==> src/hw/forth_pkg.sv <==
// Forth machine shared definitions
// Cell and token types, opcode set and boot ROM entry points

package forth_pkg;

	// Data path widths
	localparam int cell_w = 32;
	localparam int rom_addr_w = 6;

	typedef logic [cell_w-1:0] cell_t;
	typedef logic [rom_addr_w-1:0] xt_t;

	// Opcodes sit in the low 16 bits of a boot ROM cell
	typedef enum logic [15:0] {
		op_execute, op_lit, op_branch, op_0branch,
		op_dup, op_drop, op_plus, op_minus,
		op_equal, op_zero_equal, op_and, op_or,
		op_io_led, op_emit, op_number
	} op_e;

	// One queued token, XT plus number value
	typedef struct packed {
		xt_t xt;
		cell_t value;
	} token_t;

	//////////////////////////////////////////////////////////////////////
	// Boot ROM entry points
	//////////////////////////////////////////////////////////////////////

	// Must follow the handler order in the inner interpreter ROM
	localparam xt_t xt_error = 6'd1;
	localparam xt_t xt_red = 6'd6;
	localparam xt_t xt_green = 6'd11;
	localparam xt_t xt_blue = 6'd16;
	localparam xt_t xt_number = 6'd21;
	localparam xt_t xt_led = 6'd24;
	localparam xt_t xt_dot = 6'd27;
	localparam xt_t xt_plus = 6'd36;
	localparam xt_t xt_minus = 6'd39;

endpackage

==> src/hw/forth_top.sv <==
// Forth machine top level
// UART in, outer interpreter, token queue, inner interpreter, UART out

`timescale 1ns/1ps

module forth_top #(
	parameter int clks_per_bit = 625,
	parameter int queue_depth = 8,
	parameter int stack_depth = 16
) (
	input  logic clk,
	input  logic reset,
	input  logic rx,
	output logic tx,
	output logic led_g,
	output logic led_b,
	output logic led_r
);

	import forth_pkg::*;

	// Receive side
	logic       rx_req;
	logic       rx_ack;
	logic [7:0] rx_byte;

	// Token path
	logic   push;
	logic   pop;
	logic   empty;
	logic   full;
	token_t in_token;
	token_t head;

	// Transmit side
	logic       tx_req;
	logic       tx_ack;
	logic [7:0] tx_byte;

	uart_rx #(.clks_per_bit(clks_per_bit)) u_uart_rx (
		.clk(clk), .reset(reset), .rx(rx),
		.rx_ack(rx_ack), .rx_req(rx_req), .rx_byte(rx_byte)
	);

	outer_interp u_outer (
		.clk(clk), .reset(reset), .rx_req(rx_req), .rx_byte(rx_byte),
		.full(full), .rx_ack(rx_ack), .push(push), .token(in_token)
	);

	token_queue #(.queue_depth(queue_depth)) u_queue (
		.clk(clk), .reset(reset), .push(push), .token(in_token),
		.pop(pop), .head(head), .empty(empty), .full(full)
	);

	inner_interp #(.stack_depth(stack_depth)) u_inner (
		.clk(clk), .reset(reset), .empty(empty), .head(head),
		.tx_ack(tx_ack), .pop(pop), .tx_req(tx_req), .tx_byte(tx_byte),
		.led_g(led_g), .led_b(led_b), .led_r(led_r)
	);

	uart_tx #(.clks_per_bit(clks_per_bit)) u_uart_tx (
		.clk(clk), .reset(reset), .tx_req(tx_req),
		.tx_byte(tx_byte), .tx(tx), .tx_ack(tx_ack)
	);

endmodule

==> src/hw/inner_interp.sv <==
// Forth inner interpreter
// Boot ROM, fetch/execute unit, circular data stack and LED outputs

`timescale 1ns/1ps

module inner_interp #(
	parameter int stack_depth = 16
) (
	input  logic              clk,
	input  logic              reset,
	input  logic              empty,
	input  forth_pkg::token_t head,
	input  logic              tx_ack,
	output logic              pop,
	output logic              tx_req,
	output logic [7:0]        tx_byte,
	output logic              led_g,
	output logic              led_b,
	output logic              led_r
);

	import forth_pkg::*;

	localparam int rom_len = 42;
	localparam int dp_w = $clog2(stack_depth);

	//////////////////////////////////////////////////////////////////////
	// Boot ROM, one handler per word, each back to execute at 0
	//////////////////////////////////////////////////////////////////////

	localparam cell_t boot_rom [rom_len] = '{
		cell_t'(op_execute),
		// xt_error
		cell_t'(op_lit), cell_t'("?"), cell_t'(op_emit), cell_t'(op_branch), cell_t'(0),
		// xt_red, xt_green, xt_blue
		cell_t'(op_lit), cell_t'(4), cell_t'(op_io_led), cell_t'(op_branch), cell_t'(0),
		cell_t'(op_lit), cell_t'(1), cell_t'(op_io_led), cell_t'(op_branch), cell_t'(0),
		cell_t'(op_lit), cell_t'(2), cell_t'(op_io_led), cell_t'(op_branch), cell_t'(0),
		// xt_number
		cell_t'(op_number), cell_t'(op_branch), cell_t'(0),
		// xt_led
		cell_t'(op_io_led), cell_t'(op_branch), cell_t'(0),
		// xt_dot, digit then a space
		cell_t'(op_lit), cell_t'("0"), cell_t'(op_plus), cell_t'(op_emit),
		cell_t'(op_lit), cell_t'(" "), cell_t'(op_emit), cell_t'(op_branch), cell_t'(0),
		// xt_plus, xt_minus
		cell_t'(op_plus), cell_t'(op_branch), cell_t'(0),
		cell_t'(op_minus), cell_t'(op_branch), cell_t'(0)
	};

	typedef enum logic [1:0] {fetch, operand, emit_wait} phase_e;

	phase_e phase;
	xt_t pc;
	cell_t rom_cell;
	op_e op;
	// Opcode waiting for its inline cell
	op_e op_r;
	// Value of the last popped token
	cell_t num_r;

	cell_t stack [stack_depth];
	logic [dp_w-1:0] dp;
	logic [dp_w-1:0] dp_up;
	logic [dp_w-1:0] dp_dn;
	cell_t tos;
	cell_t nos;

	assign rom_cell = boot_rom[pc];
	assign op = op_e'(rom_cell[15:0]);
	// Stack pointer wraps
	assign dp_up = dp + 1'b1;
	assign dp_dn = dp - 1'b1;
	assign tos = stack[dp];
	assign nos = stack[dp_dn];
	assign pop = phase == fetch && op == op_execute && !empty;

	always_ff @(posedge clk) begin
		if (!reset) begin
			phase <= fetch;
			pc <= '0;
			dp <= '0;
			tx_req <= 1'b0;
			led_g <= 1'b1;
			led_b <= 1'b1;
			led_r <= 1'b1;
		end else begin
			case (phase)
				fetch: begin
					pc <= pc + 1'b1;
					case (op)
						// Wait for a token, then jump to its handler
						op_execute: begin
							pc <= empty ? pc : head.xt;
							if (!empty)
								num_r <= head.value;
						end
						op_lit, op_branch, op_0branch: begin
							op_r <= op;
							phase <= operand;
						end
						op_dup: begin
							stack[dp_up] <= tos;
							dp <= dp_up;
						end
						op_drop: dp <= dp_dn;
						op_plus: begin
							stack[dp_dn] <= nos + tos;
							dp <= dp_dn;
						end
						// Second minus top
						op_minus: begin
							stack[dp_dn] <= nos - tos;
							dp <= dp_dn;
						end
						op_equal: begin
							stack[dp_dn] <= nos == tos ? '1 : '0;
							dp <= dp_dn;
						end
						op_zero_equal: stack[dp] <= tos == '0 ? '1 : '0;
						op_and: begin
							stack[dp_dn] <= nos & tos;
							dp <= dp_dn;
						end
						op_or: begin
							stack[dp_dn] <= nos | tos;
							dp <= dp_dn;
						end
						// LEDs active low, bit 0 green, 1 blue, 2 red
						op_io_led: begin
							led_g <= !tos[0];
							led_b <= !tos[1];
							led_r <= !tos[2];
							dp <= dp_dn;
						end
						op_emit: begin
							tx_byte <= tos[7:0];
							tx_req <= 1'b1;
							dp <= dp_dn;
							phase <= emit_wait;
						end
						op_number: begin
							stack[dp_up] <= num_r;
							dp <= dp_up;
						end
						default: ;
					endcase
				end
				// Inline cell read
				operand: begin
					phase <= fetch;
					pc <= pc + 1'b1;
					case (op_r)
						op_lit: begin
							stack[dp_up] <= rom_cell;
							dp <= dp_up;
						end
						op_branch: pc <= rom_cell[rom_addr_w-1:0];
						op_0branch: begin
							if (tos == '0)
								pc <= rom_cell[rom_addr_w-1:0];
							dp <= dp_dn;
						end
						default: ;
					endcase
				end
				// Drop request on ack, resume once ack is gone
				emit_wait: begin
					if (tx_req && tx_ack)
						tx_req <= 1'b0;
					else if (!tx_req && !tx_ack)
						phase <= fetch;
				end
				default: phase <= fetch;
			endcase
		end
	end

endmodule

==> src/hw/outer_interp.sv <==
// Forth outer interpreter
// Splits received characters into words and searches the ROM dictionary
// Found words give their XT, single digits a number, the rest an error

`timescale 1ns/1ps

module outer_interp (
	input  logic             clk,
	input  logic             reset,
	input  logic             rx_req,
	input  logic [7:0]       rx_byte,
	input  logic             full,
	output logic             rx_ack,
	output logic             push,
	output forth_pkg::token_t token
);

	import forth_pkg::*;

	localparam int dict_len = 23;
	localparam int dict_addr_w = 5;

	//////////////////////////////////////////////////////////////////////
	// Dictionary ROM
	//////////////////////////////////////////////////////////////////////

	// Entry is link, name cells, XT; link 0 ends the chain
	// First name cell holds the cell count in its top byte
	localparam cell_t dict [dict_len] = '{
		cell_t'(3), {8'd1, "red"}, cell_t'(xt_red),
		cell_t'(7), {8'd2, "gre"}, {"en", 16'h0}, cell_t'(xt_green),
		cell_t'(11), {8'd2, "blu"}, {"e", 24'h0}, cell_t'(xt_blue),
		cell_t'(14), {8'd1, "led"}, cell_t'(xt_led),
		cell_t'(17), {8'd1, ".", 16'h0}, cell_t'(xt_dot),
		cell_t'(20), {8'd1, "+", 16'h0}, cell_t'(xt_plus),
		cell_t'(0), {8'd1, "-", 16'h0}, cell_t'(xt_minus)
	};

	typedef enum logic [2:0] {
		idle, collect, get_link, search, get_xt, emit_token
	} state_e;

	state_e state;
	logic [7:0] byte_in;
	// Up to eight characters in three cells
	cell_t word [3];
	logic [3:0] n_chars;
	logic [3:0] pos;
	logic [1:0] n_cells;
	logic [1:0] ccell;
	logic [dict_addr_w-1:0] wp;
	logic [dict_addr_w-1:0] link_addr;
	logic is_digit;
	logic is_delim;

	assign pos = n_chars + 1'b1;
	assign n_cells = word[0][25:24];
	assign is_digit = n_chars == 4'd1 && word[0][23:16] inside {["0":"9"]};
	assign is_delim = rx_byte_is_delim(byte_in);
	assign push = state == emit_token && !full;

	function automatic logic rx_byte_is_delim(logic [7:0] c);
		return c == " " || c == 8'd10 || c == 8'd13;
	endfunction

	always_ff @(posedge clk) begin
		if (!reset) begin
			state <= idle;
			rx_ack <= 1'b0;
			n_chars <= '0;
			word <= '{default: '0};
			wp <= '0;
			link_addr <= '0;
			ccell <= '0;
		end else begin
			// Ack released once the receiver drops its request
			if (rx_ack && !rx_req)
				rx_ack <= 1'b0;
			case (state)
				idle: if (rx_req && !rx_ack) begin
					byte_in <= rx_byte;
					rx_ack <= 1'b1;
					state <= collect;
				end
				collect: begin
					state <= idle;
					if (is_delim) begin
						// Empty word gives no token
						if (n_chars != '0) begin
							wp <= '0;
							state <= get_link;
						end
					end else if (n_chars < 4'd8) begin
						word[pos[3:2]][{~pos[1:0], 3'b000} +: 8] <= byte_in;
						word[0][31:24] <= 8'(pos[3:2]) + 8'd1;
						n_chars <= pos;
					end
				end
				get_link: begin
					link_addr <= dict[wp][dict_addr_w-1:0];
					wp <= wp + 1'b1;
					ccell <= '0;
					state <= search;
				end
				// One name cell per cycle
				search: if (ccell == n_cells) begin
					state <= get_xt;
				end else if (dict[wp] == word[ccell]) begin
					wp <= wp + 1'b1;
					ccell <= ccell + 1'b1;
				end else if (link_addr != '0) begin
					wp <= link_addr;
					state <= get_link;
				end else begin
					// End of chain, digit or error
					token.xt <= is_digit ? xt_number : xt_error;
					token.value <= is_digit ? cell_t'(word[0][23:16] - "0") : '0;
					state <= emit_token;
				end
				get_xt: begin
					token.xt <= dict[wp][rom_addr_w-1:0];
					token.value <= '0;
					state <= emit_token;
				end
				// Stall here while the queue is full
				emit_token: if (!full) begin
					word <= '{default: '0};
					n_chars <= '0;
					state <= idle;
				end
				default: state <= idle;
			endcase
		end
	end

endmodule

==> src/hw/token_queue.sv <==
// Token FIFO between the outer and inner interpreters
// Circular buffer with head visible at all times

`timescale 1ns/1ps

module token_queue #(
	parameter int queue_depth = 8
) (
	input  logic              clk,
	input  logic              reset,
	input  logic              push,
	input  forth_pkg::token_t token,
	input  logic              pop,
	output forth_pkg::token_t head,
	output logic              empty,
	output logic              full
);

	import forth_pkg::*;

	localparam int ptr_w = $clog2(queue_depth);
	localparam logic [ptr_w-1:0] last = ptr_w'(queue_depth - 1);

	token_t mem [queue_depth];
	logic [ptr_w-1:0] rd_ptr;
	logic [ptr_w-1:0] wr_ptr;
	logic [ptr_w:0] count;

	assign head = mem[rd_ptr];
	assign empty = count == '0;
	assign full = count == (ptr_w + 1)'(queue_depth);

	// Storage has no reset
	always_ff @(posedge clk) begin
		if (push)
			mem[wr_ptr] <= token;
	end

	always_ff @(posedge clk) begin
		if (!reset) begin
			rd_ptr <= '0;
			wr_ptr <= '0;
			count <= '0;
		end else begin
			if (push)
				wr_ptr <= wr_ptr == last ? '0 : wr_ptr + 1'b1;
			if (pop)
				rd_ptr <= rd_ptr == last ? '0 : rd_ptr + 1'b1;
			count <= count + (push ? 1'b1 : 1'b0) - (pop ? 1'b1 : 1'b0);
		end
	end

	assert property (@(posedge clk) disable iff (!reset) push |-> !full)
		else $error("push into full token queue");
	assert property (@(posedge clk) disable iff (!reset) pop |-> !empty)
		else $error("pop from empty token queue");

endmodule

==> src/hw/uart_rx.sv <==
// UART receiver
// Receives 8N1 frames at a fixed clock count per bit and hands each byte on by req/ack

`timescale 1ns/1ps

module uart_rx #(
	parameter int clks_per_bit = 625
) (
	input  logic       clk,
	input  logic       reset,
	input  logic       rx,
	input  logic       rx_ack,
	output logic       rx_req,
	output logic [7:0] rx_byte
);

	localparam int cnt_w = $clog2(clks_per_bit);
	localparam logic [cnt_w-1:0] half_end = cnt_w'(clks_per_bit / 2 - 1);
	localparam logic [cnt_w-1:0] bit_end = cnt_w'(clks_per_bit - 1);

	typedef enum logic [2:0] {idle, start, data, stop, hold} state_e;

	state_e state;
	logic [cnt_w-1:0] cnt;
	logic [2:0] bit_idx;

	always_ff @(posedge clk) begin
		if (!reset) begin
			state <= idle;
			cnt <= '0;
			bit_idx <= '0;
			rx_req <= 1'b0;
		end else begin
			case (state)
				// No new frame until the last ack has dropped
				idle: if (!rx && !rx_ack) begin
					cnt <= '0;
					state <= start;
				end
				// Recheck start bit at mid-bit so glitches go back to idle
				start: if (cnt == half_end) begin
					cnt <= '0;
					bit_idx <= '0;
					state <= rx ? idle : data;
				end else begin
					cnt <= cnt + 1'b1;
				end
				// LSB first into the top of the shifter
				data: if (cnt == bit_end) begin
					cnt <= '0;
					rx_byte <= {rx, rx_byte[7:1]};
					bit_idx <= bit_idx + 1'b1;
					if (bit_idx == 3'd7)
						state <= stop;
				end else begin
					cnt <= cnt + 1'b1;
				end
				// Bad stop bit drops the frame
				stop: if (cnt == bit_end) begin
					cnt <= '0;
					rx_req <= rx;
					state <= rx ? hold : idle;
				end else begin
					cnt <= cnt + 1'b1;
				end
				hold: if (rx_ack) begin
					rx_req <= 1'b0;
					state <= idle;
				end
				default: state <= idle;
			endcase
		end
	end

	// Ack only answers a pending request
	assert property (@(posedge clk) disable iff (!reset) $rose(rx_ack) |-> rx_req)
		else $error("rx_ack raised without rx_req");

endmodule

==> src/hw/uart_tx.sv <==
// UART transmitter
// Takes one byte per req/ack cycle and sends an 8N1 frame

`timescale 1ns/1ps

module uart_tx #(
	parameter int clks_per_bit = 625
) (
	input  logic       clk,
	input  logic       reset,
	input  logic       tx_req,
	input  logic [7:0] tx_byte,
	output logic       tx,
	output logic       tx_ack
);

	localparam int cnt_w = $clog2(clks_per_bit);
	localparam logic [cnt_w-1:0] bit_end = cnt_w'(clks_per_bit - 1);

	typedef enum logic [1:0] {idle, send, done} state_e;

	state_e state;
	logic [cnt_w-1:0] cnt;
	logic [3:0] bit_idx;
	// Data bits then the stop bit
	logic [8:0] shifter;

	always_ff @(posedge clk) begin
		if (!reset) begin
			state <= idle;
			tx <= 1'b1;
			tx_ack <= 1'b0;
			cnt <= '0;
			bit_idx <= '0;
		end else begin
			case (state)
				// Start bit goes out on the edge that sees the request
				idle: if (tx_req && !tx_ack) begin
					shifter <= {1'b1, tx_byte};
					tx <= 1'b0;
					cnt <= '0;
					bit_idx <= '0;
					state <= send;
				end
				send: if (cnt == bit_end) begin
					cnt <= '0;
					if (bit_idx == 4'd9) begin
						// Stop bit finished
						tx_ack <= 1'b1;
						state <= done;
					end else begin
						tx <= shifter[0];
						shifter <= {1'b1, shifter[8:1]};
						bit_idx <= bit_idx + 1'b1;
					end
				end else begin
					cnt <= cnt + 1'b1;
				end
				done: if (!tx_req) begin
					tx_ack <= 1'b0;
					state <= idle;
				end
				default: state <= idle;
			endcase
		end
	end

	// Four-phase rule, request held until acknowledged
	assert property (@(posedge clk) disable iff (!reset) $fell(tx_req) |-> tx_ack)
		else $error("tx_req dropped before tx_ack");

endmodule

==> config.mk <==
export PLATFORM = sky130hd
export DESIGN_NAME = forth_top
export DESIGN_NICKNAME = d
export VERILOG_FILES = /design/src/hw/forth_pkg.sv /design/src/hw/forth_top.sv /design/src/hw/inner_interp.sv /design/src/hw/outer_interp.sv /design/src/hw/token_queue.sv /design/src/hw/uart_rx.sv /design/src/hw/uart_tx.sv
export SDC_FILE = /design/constraint.sdc
export NUM_CORES = 1
export LEC_CHECK = 0
export BUFFER_PORTS_ARGS = -buffer_cell sky130_fd_sc_hd__clkbuf_2
export CORE_MARGIN = 3
export CORE_UTILIZATION = 65
export DETAILED_ROUTE_END_ITERATION = 10
export PLACE_DENSITY_LB_ADDON = 0.15
export RECOVER_POWER = 25
export SKIP_LAST_GASP = 1
export SLEW_MARGIN = 15
export SYNTH_ARGS = -nofsm -noshare
export SYNTH_HDL_FRONTEND = slang
export SYNTH_HIERARCHICAL = 1
export SYNTH_SLANG_ARGS = --single-unit
==> constraint.sdc <==
create_clock -name clk -period 8.54 [get_ports clk]
set_clock_uncertainty 0.15 [all_clocks]
set_input_delay 1.281 -clock clk [delete_from_list [all_inputs] [get_ports clk]]
set_output_delay 1.281 -clock clk [all_outputs]
set_load 0.01 [all_outputs]
-- Word-level counts from Yosys, hierarchy flattened
Memories as Yosys holds them, arrays and structs flattened. A register that Yosys moved wholly into a read port is not among the register bits.
Index checks and enable logic that the tools add are counted.
- ROM bits: 3072
- output and inout port bits: 4
- bits in registers: 296
- word-level logic and storage cells: 395
- input port bits: 3
- memories kept: 4
- memory bits (writable): 816
- memory list (name ; depth ; bits a word ; read ports ; clocked after Yosys merged registers in ; wr ports ; line ; RTL):
    (name not given) ; 64 ; 32 ; 1 ; 0 ; 0 ; inner_interp.sv:69 ; assign rom_cell = boot_rom[pc];
    (name not given) ; 32 ; 32 ; 1 ; 0 ; 0 ; outer_interp.sv:100 ; link_addr <= dict[wp][dict_addr_w-1:0];
    u_inner.stack ; 16 ; 32 ; 2 ; 1 ; 1 ; inner_interp.sv:62 ; cell_t stack [stack_depth];
    u_queue.mem ; 8 ; 38 ; 1 ; 1 ; 1 ; token_queue.sv:24 ; token_t mem [queue_depth];
- magnitude comparators: 8
- shifts and indexed selects: 2
- equal/unequal tests: 76
- muxes and demuxes: 162
- bitwise operators: 14
- reduce and logical (&&, ||, !) cells: 74
- $add $sub $neg: 19
- operators by type and width (operator ; number):
    $mux 32 ; 18
    $mux 96 ; 3
    $pmux 96 s2 ; 1
    $mux 38 ; 3
    $eq 16x4->1 const B ; 7
    $bwmux 96 ; 1
    $pmux 38 s2 ; 1
    $bmux 32 s2 ; 1
    $demux 32 s2 ; 1
    $eq 16x2->1 const B ; 4
    $eq 16x3->1 const B ; 4
    $eq 32x32->1 ; 2
    $reduce_or 32->1 ; 2
    $mux 3 ; 19
    $mux 1 ; 55
    $mux 10 ; 5
    $mux 4 ; 10
    $pmux 4 s2 ; 5
    $reduce_and 3->1 ; 11
    $add 32x32->32 ; 1
    $and 32x32->32 ; 1
    $eq 16x1->1 const B ; 2
    $logic_not 32->1 ; 1
    $ne 2x1->1 const B ; 16
    78 further kinds ; 181

-- Logic depth before layout (Yosys ltp)
Gate-level depths: netlist of run 1.
- depth after elaboration: 16
- mapped depth: 23
- depth with buffers taken out: 17

-- By module
The synthesis of run 1 kept the hierarchy.
- by module, submodules not included (module ; area an instance (sq um) ; times used ; seq. area each (sq um) ; cells an instance):
    inner_interp ; 32069.5 ; 1 ; 17156.5 ; 2172
    token_queue ; 12305.6 ; 1 ; 9389.0 ; 511
    outer_interp ; 7121.8 ; 1 ; 2912.8 ; 810
    uart_rx ; 1321.3 ; 1 ; 580.6 ; 136
    uart_tx ; 1276.2 ; 1 ; 600.6 ; 126

-- Worst setup path after synthesis of run 1
Ideal clock, no wire load.
- path kind: reg2reg
- start: reg u_inner.dp[0]
- end: mem u_inner/stack[0][27] in the netlist's numbering (data pin)
- buffers on the path: 7
- clock period less this slack: 6.971 ns
- cell stages (with the launch flop): 22
- required time: 8.049 ns
- library setup time: 0.341 ns
- path slack: 1.569 ns
- arrival time: 6.480 ns
- cells stage by stage: dfxtp_1 clkbuf_1 clkbuf_1 buf_1 inv_1 ha_1 clkbuf_1 clkbuf_1 clkbuf_1 mux4_2 mux4_2 ha_1 clkbuf_1 and2_1 a221o_1 a21o_1 a211o_1 o21ai_0 o21ai_0 a21o_1 and3_1 o31ai_1
- word-level cells in the longest chain between the ends: 9
- elaborated cells between the ends (all ways): 14
- classes of those cells: 3 x add/sub; 1 x eq/ne; 7 x mux; 2 x bitwise; 1 x memory
- RTL lines (what ; line ; RTL):
    start, declared ; inner_interp.sv:63 ; logic [dp_w-1:0] dp;
    start signal, assigned ; inner_interp.sv:104 ; dp <= dp_up;
    start signal, assigned ; inner_interp.sv:106 ; op_drop: dp <= dp_dn;
    start signal, assigned ; inner_interp.sv:109 ; dp <= dp_dn;
    $sub 4x1->4 * ; inner_interp.sv:73 ; assign dp_dn = dp - 1'b1;
    via u_inner.dp_dn[0] ; inner_interp.sv:65 ; logic [dp_w-1:0] dp_dn;
    $mem_v2 16x32 * ; n/a ;
    $add 32x32->32, or another cell as far along ; inner_interp.sv:108 ; stack[dp_dn] <= nos + tos;
    $mux 32 (on tied branches) ; n/a ;
    $mux 32 (no line) (2 in a row) ; n/a ;
    $mux 32 (no line) * (3 in a row) ; n/a ;
    end, declared ; inner_interp.sv:62 ;
The timed path passes the listed nets; every way through them passes the cells marked *.

-- Final worst setup path of run 1
- start: in reset
- end: mem u_inner/stack[2][29] in the netlist's numbering (data pin)
- word-level cells in the longest chain between the ends: 9
- elaborated cells between the ends (all ways): 30
- classes of those cells: 24 x mux; 4 x bitwise; 2 x reduce/logical
- RTL lines (what ; line ; RTL):
    start, declared ; forth_top.sv:12 ; input logic reset,
    $mux 1 ; inner_interp.sv:79 ; if (!reset) begin
    $mux 1 (on tied branches) ; inner_interp.sv:108, inner_interp.sv:113 ;
    $or 1x1->1 (no line) (4 in a row) ; n/a ;
    $reduce_or 32->1 (no line) ; n/a ;
    $mux 32 (no line) ; n/a ;
    $mux 32 (no line) * ; n/a ;
Mark *: on every way between the ends. The rest lies on a longest branch, timed or not.

==> results of run 1 <==
## critical path: stages
cell	delay, ns
sky130_fd_sc_hd__clkbuf_1	0.12
sky130_fd_sc_hd__clkbuf_1	2.31
sky130_fd_sc_hd__nand2_1	0.60
sky130_fd_sc_hd__nor3_1	1.12
sky130_fd_sc_hd__nand3_1	0.75
sky130_fd_sc_hd__buf_4	0.48
sky130_fd_sc_hd__or2_2	0.37
sky130_fd_sc_hd__nand4_1	0.18
sky130_fd_sc_hd__o41ai_1	0.12
sky130_fd_sc_hd__or3_1	0.59
## cell usage in the layout (no fill, tap or decap), types with 27 or more instances in the layout
| cell type | count |
|---|---|
| sky130_fd_sc_hd__o211ai_1 | 32 |
| sky130_fd_sc_hd__nand4_1 | 28 |
| sky130_fd_sc_hd__nor3_1 | 51 |
| sky130_fd_sc_hd__a22oi_1 | 124 |
| sky130_fd_sc_hd__nor2b_1 | 39 |
| sky130_fd_sc_hd__ha_1 | 139 |
| sky130_fd_sc_hd__nor2_1 | 266 |
| sky130_fd_sc_hd__mux4_2 | 351 |
| sky130_fd_sc_hd__o21ai_0 | 101 |
| sky130_fd_sc_hd__nand3_1 | 66 |
| sky130_fd_sc_hd__clkbuf_16 | 104 |
| sky130_fd_sc_hd__buf_4 | 73 |
| sky130_fd_sc_hd__mux2_1 | 31 |
| sky130_fd_sc_hd__nand2b_1 | 27 |
| sky130_fd_sc_hd__edfxtp_1 | 901 |
| sky130_fd_sc_hd__xnor2_1 | 30 |
| sky130_fd_sc_hd__dfxtp_1 | 174 |
| sky130_fd_sc_hd__a21oi_1 | 129 |
| sky130_fd_sc_hd__nand2_1 | 175 |
| sky130_fd_sc_hd__clkbuf_1 | 44 |
| sky130_fd_sc_hd__mux2i_1 | 124 |
| sky130_fd_sc_hd__inv_1 | 143 |
## final cells by class
| cell class | instances | area share |
|---|---|---|
| clock inverter | 51 | 0.0116 |
| tap | 1070 | 0.0229 |
| clock buffer | 141 | 0.0487 |
| inverter | 152 | 0.00975 |
| multi-input combinational | 2280 | 0.371 |
| sequential | 1080 | 0.524 |
| timing repair buffer | 98 | 0.0125 |
## per-stage QoR
stage / cells / power, mW / hold slack (ns)
floorplan: 3755 / 12.6 / 0.250
global placement: 4677 / 14.9 / 0.252
detailed placement: 4677 / 15.0 / 0.257
CTS: 4869 / 19.8 / 0.283
global route: 4872 / 20.8 / 0.296
finish: 4872 / 19.9 / 0.277
## where the power goes
group | internal, mW | switching [mW]
clock network | 2.67 | 2.03
registers | 6.44 | 0.252
logic | 3.16 | 5.33
## flip-flops by register name, indices dropped and copies added (netlist names), 6 cells and up, named ones only
register,count
u_inner/num_r,32
u_inner/op_r,6
u_inner/pc,6
u_inner/stack,512
u_inner/tx_byte,8
u_outer/byte_in,8
u_outer/token,15
u_outer/word,89
u_queue/mem,304
u_uart_rx/cnt,10
u_uart_rx/rx_byte,8
u_uart_tx/cnt,10
u_uart_tx/shifter,8
## how the worst max path moves through the flow
stage	depth (start not counted)	startpoint	to	slack (ns)
final	10	reset	u_inner/stack[2][29]	0.64
after global routing	10	reset	u_inner/stack[2][29]	0.57
after CTS	15	u_inner/dp[0]	u_inner/stack[7][26]	1.46
after detailed placement	15	u_inner/dp[0]	u_inner/stack[8][20]	1.53
after global placement	15	u_inner/dp[0]	u_inner/stack[11][20]	1.69
after floorplan	21	u_inner/dp[0]	u_inner/stack[0][27]	1.57
## kinds of logic (layout without fill, tap and decap cells)
family,after synthesis,after routing
fa+ha+maj,143,143
simple gates,846,846
flops,1080,1080
compound gates,692,692
mux,548,548
xor+xnor,51,51
buf+inv,395,442
## routing by layer
metal	up-vias	wire length, µm	global-route usage
met4	2	5940	0.122
met5	-	13	0
met1	17900	56200	0.463
met2	2188	72900	0.573
li1	14800	-	-
met3	413	14200	0.0693
==> impl_metrics.xml, run 1 <==
<?xml version="1.0" encoding="UTF-8"?>
<metrics>
  <group name="status">
    <metric name="status" unit="">finished with violations</metric>
    <metric name="violations" unit="">max-capacitance violations, max-slew violations</metric>
  </group>
  <group name="yosys">
    <metric name="async_reset_ff_frac" unit="">0</metric>
    <metric name="post_synth_xor_area_fraction" unit="">0.00826</metric>
    <metric name="synth.distinct_cells" unit="">110</metric>
    <metric name="synth_cell_count_leaders" unit="">sky130_fd_sc_hd__edfxtp_1 (901), sky130_fd_sc_hd__mux4_2 (351), sky130_fd_sc_hd__nor2_1 (272)</metric>
    <metric name="synth_simple_gate_area_share" unit="">0.0785</metric>
    <metric name="synth-adder-area-share" unit="">0.0335</metric>
    <metric name="synth_top_area_cell" unit="">sky130_fd_sc_hd__edfxtp_1</metric>
    <metric name="synth_edf_count" unit="">901</metric>
    <metric name="synthesis.nets" unit="">3901</metric>
    <metric name="main_combinational_cell_family_by_area_after_synthesis" unit="">multiplexers</metric>
    <metric name="yosys.area.top_type_share" unit="">0.500</metric>
    <metric name="synth.cell_area" unit="µm²">54100</metric>
    <metric name="synth.top_cells.by_area" unit="">sky130_fd_sc_hd__edfxtp_1 (50%), sky130_fd_sc_hd__mux4_2 (15%), sky130_fd_sc_hd__dfxtp_1 (6.6%), sky130_fd_sc_hd__ha_1 (3.2%), sky130_fd_sc_hd__mux2i_1 (2.3%)</metric>
    <metric name="yosys-mux-area-fraction" unit="">0.190</metric>
    <metric name="post-synth-top-count-cell" unit="">sky130_fd_sc_hd__edfxtp_1</metric>
    <metric name="synth_cells" unit="">3755</metric>
    <metric name="postSynth.topFlopCell" unit="">sky130_fd_sc_hd__edfxtp_1</metric>
    <metric name="ys_seq_elements" unit="">1080</metric>
    <metric name="synth_seq_area_share" unit="">0.566</metric>
    <metric name="synth_area_per_cell" unit="µm²">14.4</metric>
    <metric name="number_of_warnings_issued_by_yosys" unit="">6</metric>
    <metric name="synth-compound-area-share" unit="">0.0898</metric>
  </group>
  <group name="cells_and_area">
    <metric name="final.fill_count" unit="">5300</metric>
    <metric name="multi_input_comb_area" unit="µm²">21700</metric>
    <metric name="postLayoutCellArea" unit="µm²">58500</metric>
    <metric name="utilization" unit="">0.712</metric>
    <metric name="num-nets-final" unit="">3862</metric>
    <metric name="ff_latch_area" unit="µm²">30700</metric>
    <metric name="flow.area_growth_from_synthesis" unit="%">8.23</metric>
    <metric name="diodes" unit="">0</metric>
    <metric name="final_layout_size_suffix_gt1_frac" unit="">0.183</metric>
  </group>
  <group name="sta">
    <metric name="finalCriticalPeriod" unit="ns">7.90</metric>
    <metric name="timing_worst_slew_pin_value" unit="ns">4.66</metric>
    <metric name="setup_slack" unit="ns">0.635</metric>
    <metric name="setup_viol_count_final" unit="">0</metric>
    <metric name="hold_viol" unit="">0</metric>
    <metric name="fin_crit_sh" unit="">0.926</metric>
    <metric name="setup_tns" unit="ns">0</metric>
    <metric name="slew_viol_final" unit="">637</metric>
    <metric name="clock.fmax" unit="GHz">0.127</metric>
    <metric name="unrepaired_setup_endpoints_after_global_routing" unit="">no</metric>
    <metric name="slew_headroom" unit="">-2.11</metric>
  </group>
  <group name="routing">
    <metric name="wirelength_per_cell" unit="µm">30.6</metric>
    <metric name="route.final.wire_length" unit="mm">149</metric>
    <metric name="routed-via-count" unit="">35300</metric>
    <metric name="drt_pass1_iterations" unit="">6</metric>
    <metric name="detail_route.iter0.violations" unit="">4363</metric>
    <metric name="drt_drc_violations_left" unit="">0</metric>
    <metric name="drtAntennaViolNets" unit="">0</metric>
    <metric name="vias_per_cell" unit="">7.25</metric>
  </group>
  <group name="critical_path">
    <metric name="reg2reg_to" unit="">u_inner/stack[2][29]</metric>
    <metric name="worstSetupEndpointType" unit="">flip-flop</metric>
    <metric name="worst_ep_arrival_time" unit="ns">8.08</metric>
    <metric name="critPathMaxFanout" unit="">60</metric>
    <metric name="worst_ep_required_time" unit="ns">8.71</metric>
    <metric name="r2r_start" unit="">u_inner/pc[0]</metric>
    <metric name="worst_r2r_path_depth" unit="">12</metric>
    <metric name="rrSetupSlack" unit="ns">1.22</metric>
    <metric name="timing_worst_setup_path_type" unit="">in -&gt; reg</metric>
    <metric name="critPathLaunchType" unit="">primary input</metric>
  </group>
  <group name="clocking">
    <metric name="post-cts-setup-buffer-count" unit="">0</metric>
    <metric name="tritoncts" unit="">done</metric>
    <metric name="total_cts_buffers" unit="">104</metric>
    <metric name="cts.htree.levels" unit="">3</metric>
    <metric name="cts_root_buf" unit="">sky130_fd_sc_hd__clkbuf_16</metric>
    <metric name="cts.sinks" unit="">1080</metric>
    <metric name="worst_skew_pair.late_latency" unit="ns">0.71</metric>
    <metric name="path_clk_slew" unit="ns">0.06</metric>
    <metric name="cts_max_path_buffers" unit="">3</metric>
    <metric name="hold_bufs_inserted_after_cts" unit="">0</metric>
    <metric name="post_cts_resize_count" unit="">0</metric>
  </group>
  <group name="placed_design">
    <metric name="postPlaceCellArea" unit="µm²">55200</metric>
    <metric name="half_perimeter_wire_length_of_the_detailed_placement_result" unit="mm">93.6</metric>
    <metric name="portBuffers" unit="">6</metric>
    <metric name="place_worst_setup_slack" unit="ns">1.53</metric>
    <metric name="gp_congestion" unit="">0.983</metric>
  </group>
  <group name="die">
    <metric name="ioPinCount" unit="">7</metric>
    <metric name="floorplan.die_area" unit="µm²">86700</metric>
    <metric name="initial_standard_cell_utilization_of_the_core" unit="">0.658</metric>
    <metric name="floorplan.die.width" unit="µm">294</metric>
    <metric name="floorplan.die.height" unit="µm">294</metric>
    <metric name="cell_rows" unit="">105</metric>
    <metric name="floorplan.core_area" unit="µm²">82200</metric>
  </group>
  <group name="power">
    <metric name="total_leakage_power" unit="nW">19.5</metric>
    <metric name="power_per_standard_cell_area" unit="nW/µm²">340</metric>
    <metric name="power.ir.vdd_worst" unit="µV">276</metric>
  </group>
  <group name="worst_hold_path">
    <metric name="hold_depth" unit="">0</metric>
    <metric name="hold_path.class" unit="">reg -&gt; reg</metric>
    <metric name="min-delay-start" unit="">u_uart_rx/rx_byte[0]</metric>
    <metric name="hold_end" unit="">u_outer/byte_in[0]</metric>
  </group>
  <group name="global_routing">
    <metric name="grt_pass1_wl" unit="mm">224</metric>
    <metric name="grt-ovfl-total" unit="">0</metric>
    <metric name="grt_start_max_net_pins" unit="">109</metric>
    <metric name="grt_antenna_before_repair" unit="">1</metric>
    <metric name="track_usage" unit="">0.346</metric>
    <metric name="grt_pass1_vias" unit="">35100</metric>
  </group>
  <group name="job">
    <metric name="max-cap-violations" unit="">11</metric>
  </group>
</metrics>
Note: power is estimated with default switching activity, not from simulation.
==> run 2: changes to the inputs <==
BUFFER_PORTS_ARGS = not set   (was -buffer_cell sky130_fd_sc_hd__clkbuf_2)
DONT_BUFFER_PORTS = 1   (was not set)
==> impl_metrics.xml, run 2 (synthesis results as in run 1) <==
<?xml version="1.0" encoding="UTF-8"?>
<metrics>
  <group name="routing">
    <metric name="drt_drc_violations_left" unit="">0</metric>
    <metric name="wirelength_per_cell" unit="µm">30.3</metric>
    <metric name="vias_per_cell" unit="">7.28</metric>
    <metric name="drt_pass1_iterations" unit="">6</metric>
    <metric name="routed-via-count" unit="">35500</metric>
    <metric name="route.final.wire_length" unit="mm">148</metric>
    <metric name="detail_route.iter0.violations" unit="">4607</metric>
    <metric name="drtAntennaViolNets" unit="">0</metric>
  </group>
  <group name="cells_and_area">
    <metric name="flow.area_growth_from_synthesis" unit="%">8.49</metric>
    <metric name="regMostFlops" unit="">u_inner/stack</metric>
    <metric name="reg_top3" unit="">u_inner/stack (512), u_queue/mem (304), u_outer/word (89)</metric>
    <metric name="most_common_cell_after_layout_fill_and_taps_aside" unit="">sky130_fd_sc_hd__edfxtp_1</metric>
    <metric name="final_cell_mix" unit="">sky130_fd_sc_hd__edfxtp_1 (901), sky130_fd_sc_hd__mux4_2 (351), sky130_fd_sc_hd__nor2_1 (265)</metric>
    <metric name="num-nets-final" unit="">3861</metric>
    <metric name="largest_register_ffs" unit="">512</metric>
    <metric name="final_layout_size_suffix_gt1_frac" unit="">0.187</metric>
    <metric name="postLayoutCellArea" unit="µm²">58700</metric>
    <metric name="diodes" unit="">0</metric>
  </group>
  <group name="status">
    <metric name="status" unit="">finished with violations</metric>
    <metric name="violations" unit="">max-capacitance violations, max-slew violations</metric>
  </group>
  <group name="sta">
    <metric name="fin_hold_ws" unit="ns">0.292</metric>
    <metric name="slew_headroom" unit="">-1.65</metric>
    <metric name="hold_viol" unit="">0</metric>
    <metric name="setup_tns" unit="ns">0</metric>
    <metric name="clock.fmax" unit="GHz">0.130</metric>
    <metric name="setup_viol_count_final" unit="">0</metric>
    <metric name="timing_worst_slew_pin_value" unit="ns">3.98</metric>
    <metric name="slew_viol_final" unit="">395</metric>
    <metric name="finalCriticalPeriod" unit="ns">7.70</metric>
    <metric name="fin_crit_sh" unit="">0.901</metric>
    <metric name="unrepaired_setup_endpoints_after_global_routing" unit="">no</metric>
  </group>
  <group name="critical_path">
    <metric name="stage_delay_of_the_slowest_cell_on_the_critical_path" unit="ns">1.22</metric>
    <metric name="crit_path_cell_trace" unit="">nor2b_1 -&gt; a221oi_1 -&gt; a22oi_1 -&gt; o21ai_0 -&gt; inv_1 -&gt; ha_1 -&gt; or2_2 -&gt; or4_1 -&gt; o31ai_1 -&gt; nand4_1 -&gt; nor4bb_1 -&gt; nor3_1 -&gt; o22ai_1 -&gt; xnor2_1 -&gt; o21ai_1</metric>
    <metric name="timing_worst_setup_path_type" unit="">reg -&gt; reg</metric>
    <metric name="worst_ep_required_time" unit="ns">8.72</metric>
    <metric name="critPathLaunchType" unit="">flip-flop</metric>
    <metric name="worstSetupEndpointType" unit="">flip-flop</metric>
    <metric name="critPathMaxFanout" unit="">19</metric>
    <metric name="worst_ep_arrival_time" unit="ns">7.88</metric>
    <metric name="worst_path_dominant_cell_family" unit="">simple AND/OR/NAND/NOR gates</metric>
    <metric name="worst_r2r_path_depth" unit="">15</metric>
    <metric name="number_of_cells_on_the_critical_path" unit="">15</metric>
    <metric name="crit_path_top_delay_cell" unit="">sky130_fd_sc_hd__dfxtp_1</metric>
    <metric name="cp_num_buf_inv" unit="">1</metric>
  </group>
  <group name="worst_hold_path">
    <metric name="hold_path.class" unit="">reg -&gt; reg</metric>
    <metric name="hold_depth" unit="">0</metric>
  </group>
  <group name="power">
    <metric name="power.ir.vdd_worst" unit="µV">259</metric>
    <metric name="total_leakage_power" unit="nW">19.6</metric>
    <metric name="power_per_standard_cell_area" unit="nW/µm²">343</metric>
  </group>
  <group name="die">
    <metric name="floorplan.die_area" unit="µm²">86700</metric>
    <metric name="cell_rows" unit="">105</metric>
    <metric name="floorplan.die.height" unit="µm">294</metric>
    <metric name="initial_standard_cell_utilization_of_the_core" unit="">0.658</metric>
    <metric name="ioPinCount" unit="">7</metric>
    <metric name="floorplan.core_area" unit="µm²">82200</metric>
    <metric name="floorplan.die.width" unit="µm">294</metric>
  </group>
  <group name="global_routing">
    <metric name="track_usage" unit="">0.344</metric>
    <metric name="grt_antenna_before_repair" unit="">0</metric>
    <metric name="grt_pass1_wl" unit="mm">222</metric>
    <metric name="grt_start_max_net_pins" unit="">119</metric>
    <metric name="grt-ovfl-total" unit="">0</metric>
    <metric name="grt_pass1_vias" unit="">34900</metric>
  </group>
  <group name="clocking">
    <metric name="total_cts_buffers" unit="">108</metric>
    <metric name="cts.htree.levels" unit="">3</metric>
    <metric name="cts_max_path_buffers" unit="">3</metric>
    <metric name="post-cts-setup-buffer-count" unit="">0</metric>
    <metric name="path_clk_slew" unit="ns">0.07</metric>
    <metric name="post_cts_resize_count" unit="">0</metric>
    <metric name="cts_root_buf" unit="">sky130_fd_sc_hd__clkbuf_16</metric>
    <metric name="cts.sinks" unit="">1080</metric>
    <metric name="tritoncts" unit="">done</metric>
    <metric name="worst_skew_pair.late_latency" unit="ns">0.72</metric>
    <metric name="hold_bufs_inserted_after_cts" unit="">0</metric>
  </group>
  <group name="placed_design">
    <metric name="portBuffers" unit="">0</metric>
    <metric name="postPlaceCellArea" unit="µm²">55100</metric>
    <metric name="half_perimeter_wire_length_of_the_detailed_placement_result" unit="mm">92.6</metric>
    <metric name="gp_congestion" unit="">1.01</metric>
  </group>
  <group name="job">
    <metric name="max-cap-violations" unit="">8</metric>
  </group>
</metrics>
[run 2: cell types whose count changed in the layout (fill, tap and decap cells not counted), sizes merged]
cell	delta
clkinvlp	+6
inv	+3
buf	+4
clkbuf	-16
bufinv	+4
clkinv	+5
[run 2: layout make-up]
class,count,area (µm²)
clock buffer,134,2850
clock inverter,69,883
fill,5317,23600
inverter,152,571
multi-input combinational,2280,21700
sequential,1080,30700
tap,1070,1340
timing repair buffer,93,702
[run 2: metrics by stage]
step | instances | utilization | setup slack [ns] | total power [mW]
after floorplan | 3755 | - | 1.57 | 12.6
after global placement | 4673 | 0.670 | 1.62 | 14.9
after detailed placement | 4673 | 0.670 | 1.46 | 15.1
after CTS | 4876 | 0.715 | 1.35 | 20.0
after global routing | 4878 | 0.714 | 0.525 | 21.1
final | 4878 | 0.714 | 0.842 | 20.1
[run 2: worst paths after layout]
kind	start	slack [ns]	to
max	flip-flop	0.84	u_inner/stack[1][24]
min	u_uart_rx/rx_byte[3]	0.29	u_outer/byte_in[3]
max reg2reg	flip-flop	0.84	u_inner/stack[1][24]
min reg2reg	u_uart_rx/rx_byte[3]	0.29	u_outer/byte_in[3]
[run 2: layer usage]
| layer | global-route usage | up-vias | routed length [µm] |
|---|---|---|---|
| met5 | 0 | - | 0 |
| met4 | 0.127 | 0 | 6130 |
| met1 | 0.501 | 17900 | 57700 |
| li1 | - | 14800 | - |
| met3 | 0.0790 | 385 | 17600 |
| met2 | 0.516 | 2413 | 66600 |
[run 2: power by group]
part           leakage, nW  internal (mW)  switching [mW]
Sequential            9.65           6.44           0.213
Combinational         8.12           3.15            5.42
Clock                 1.79           2.82            2.09
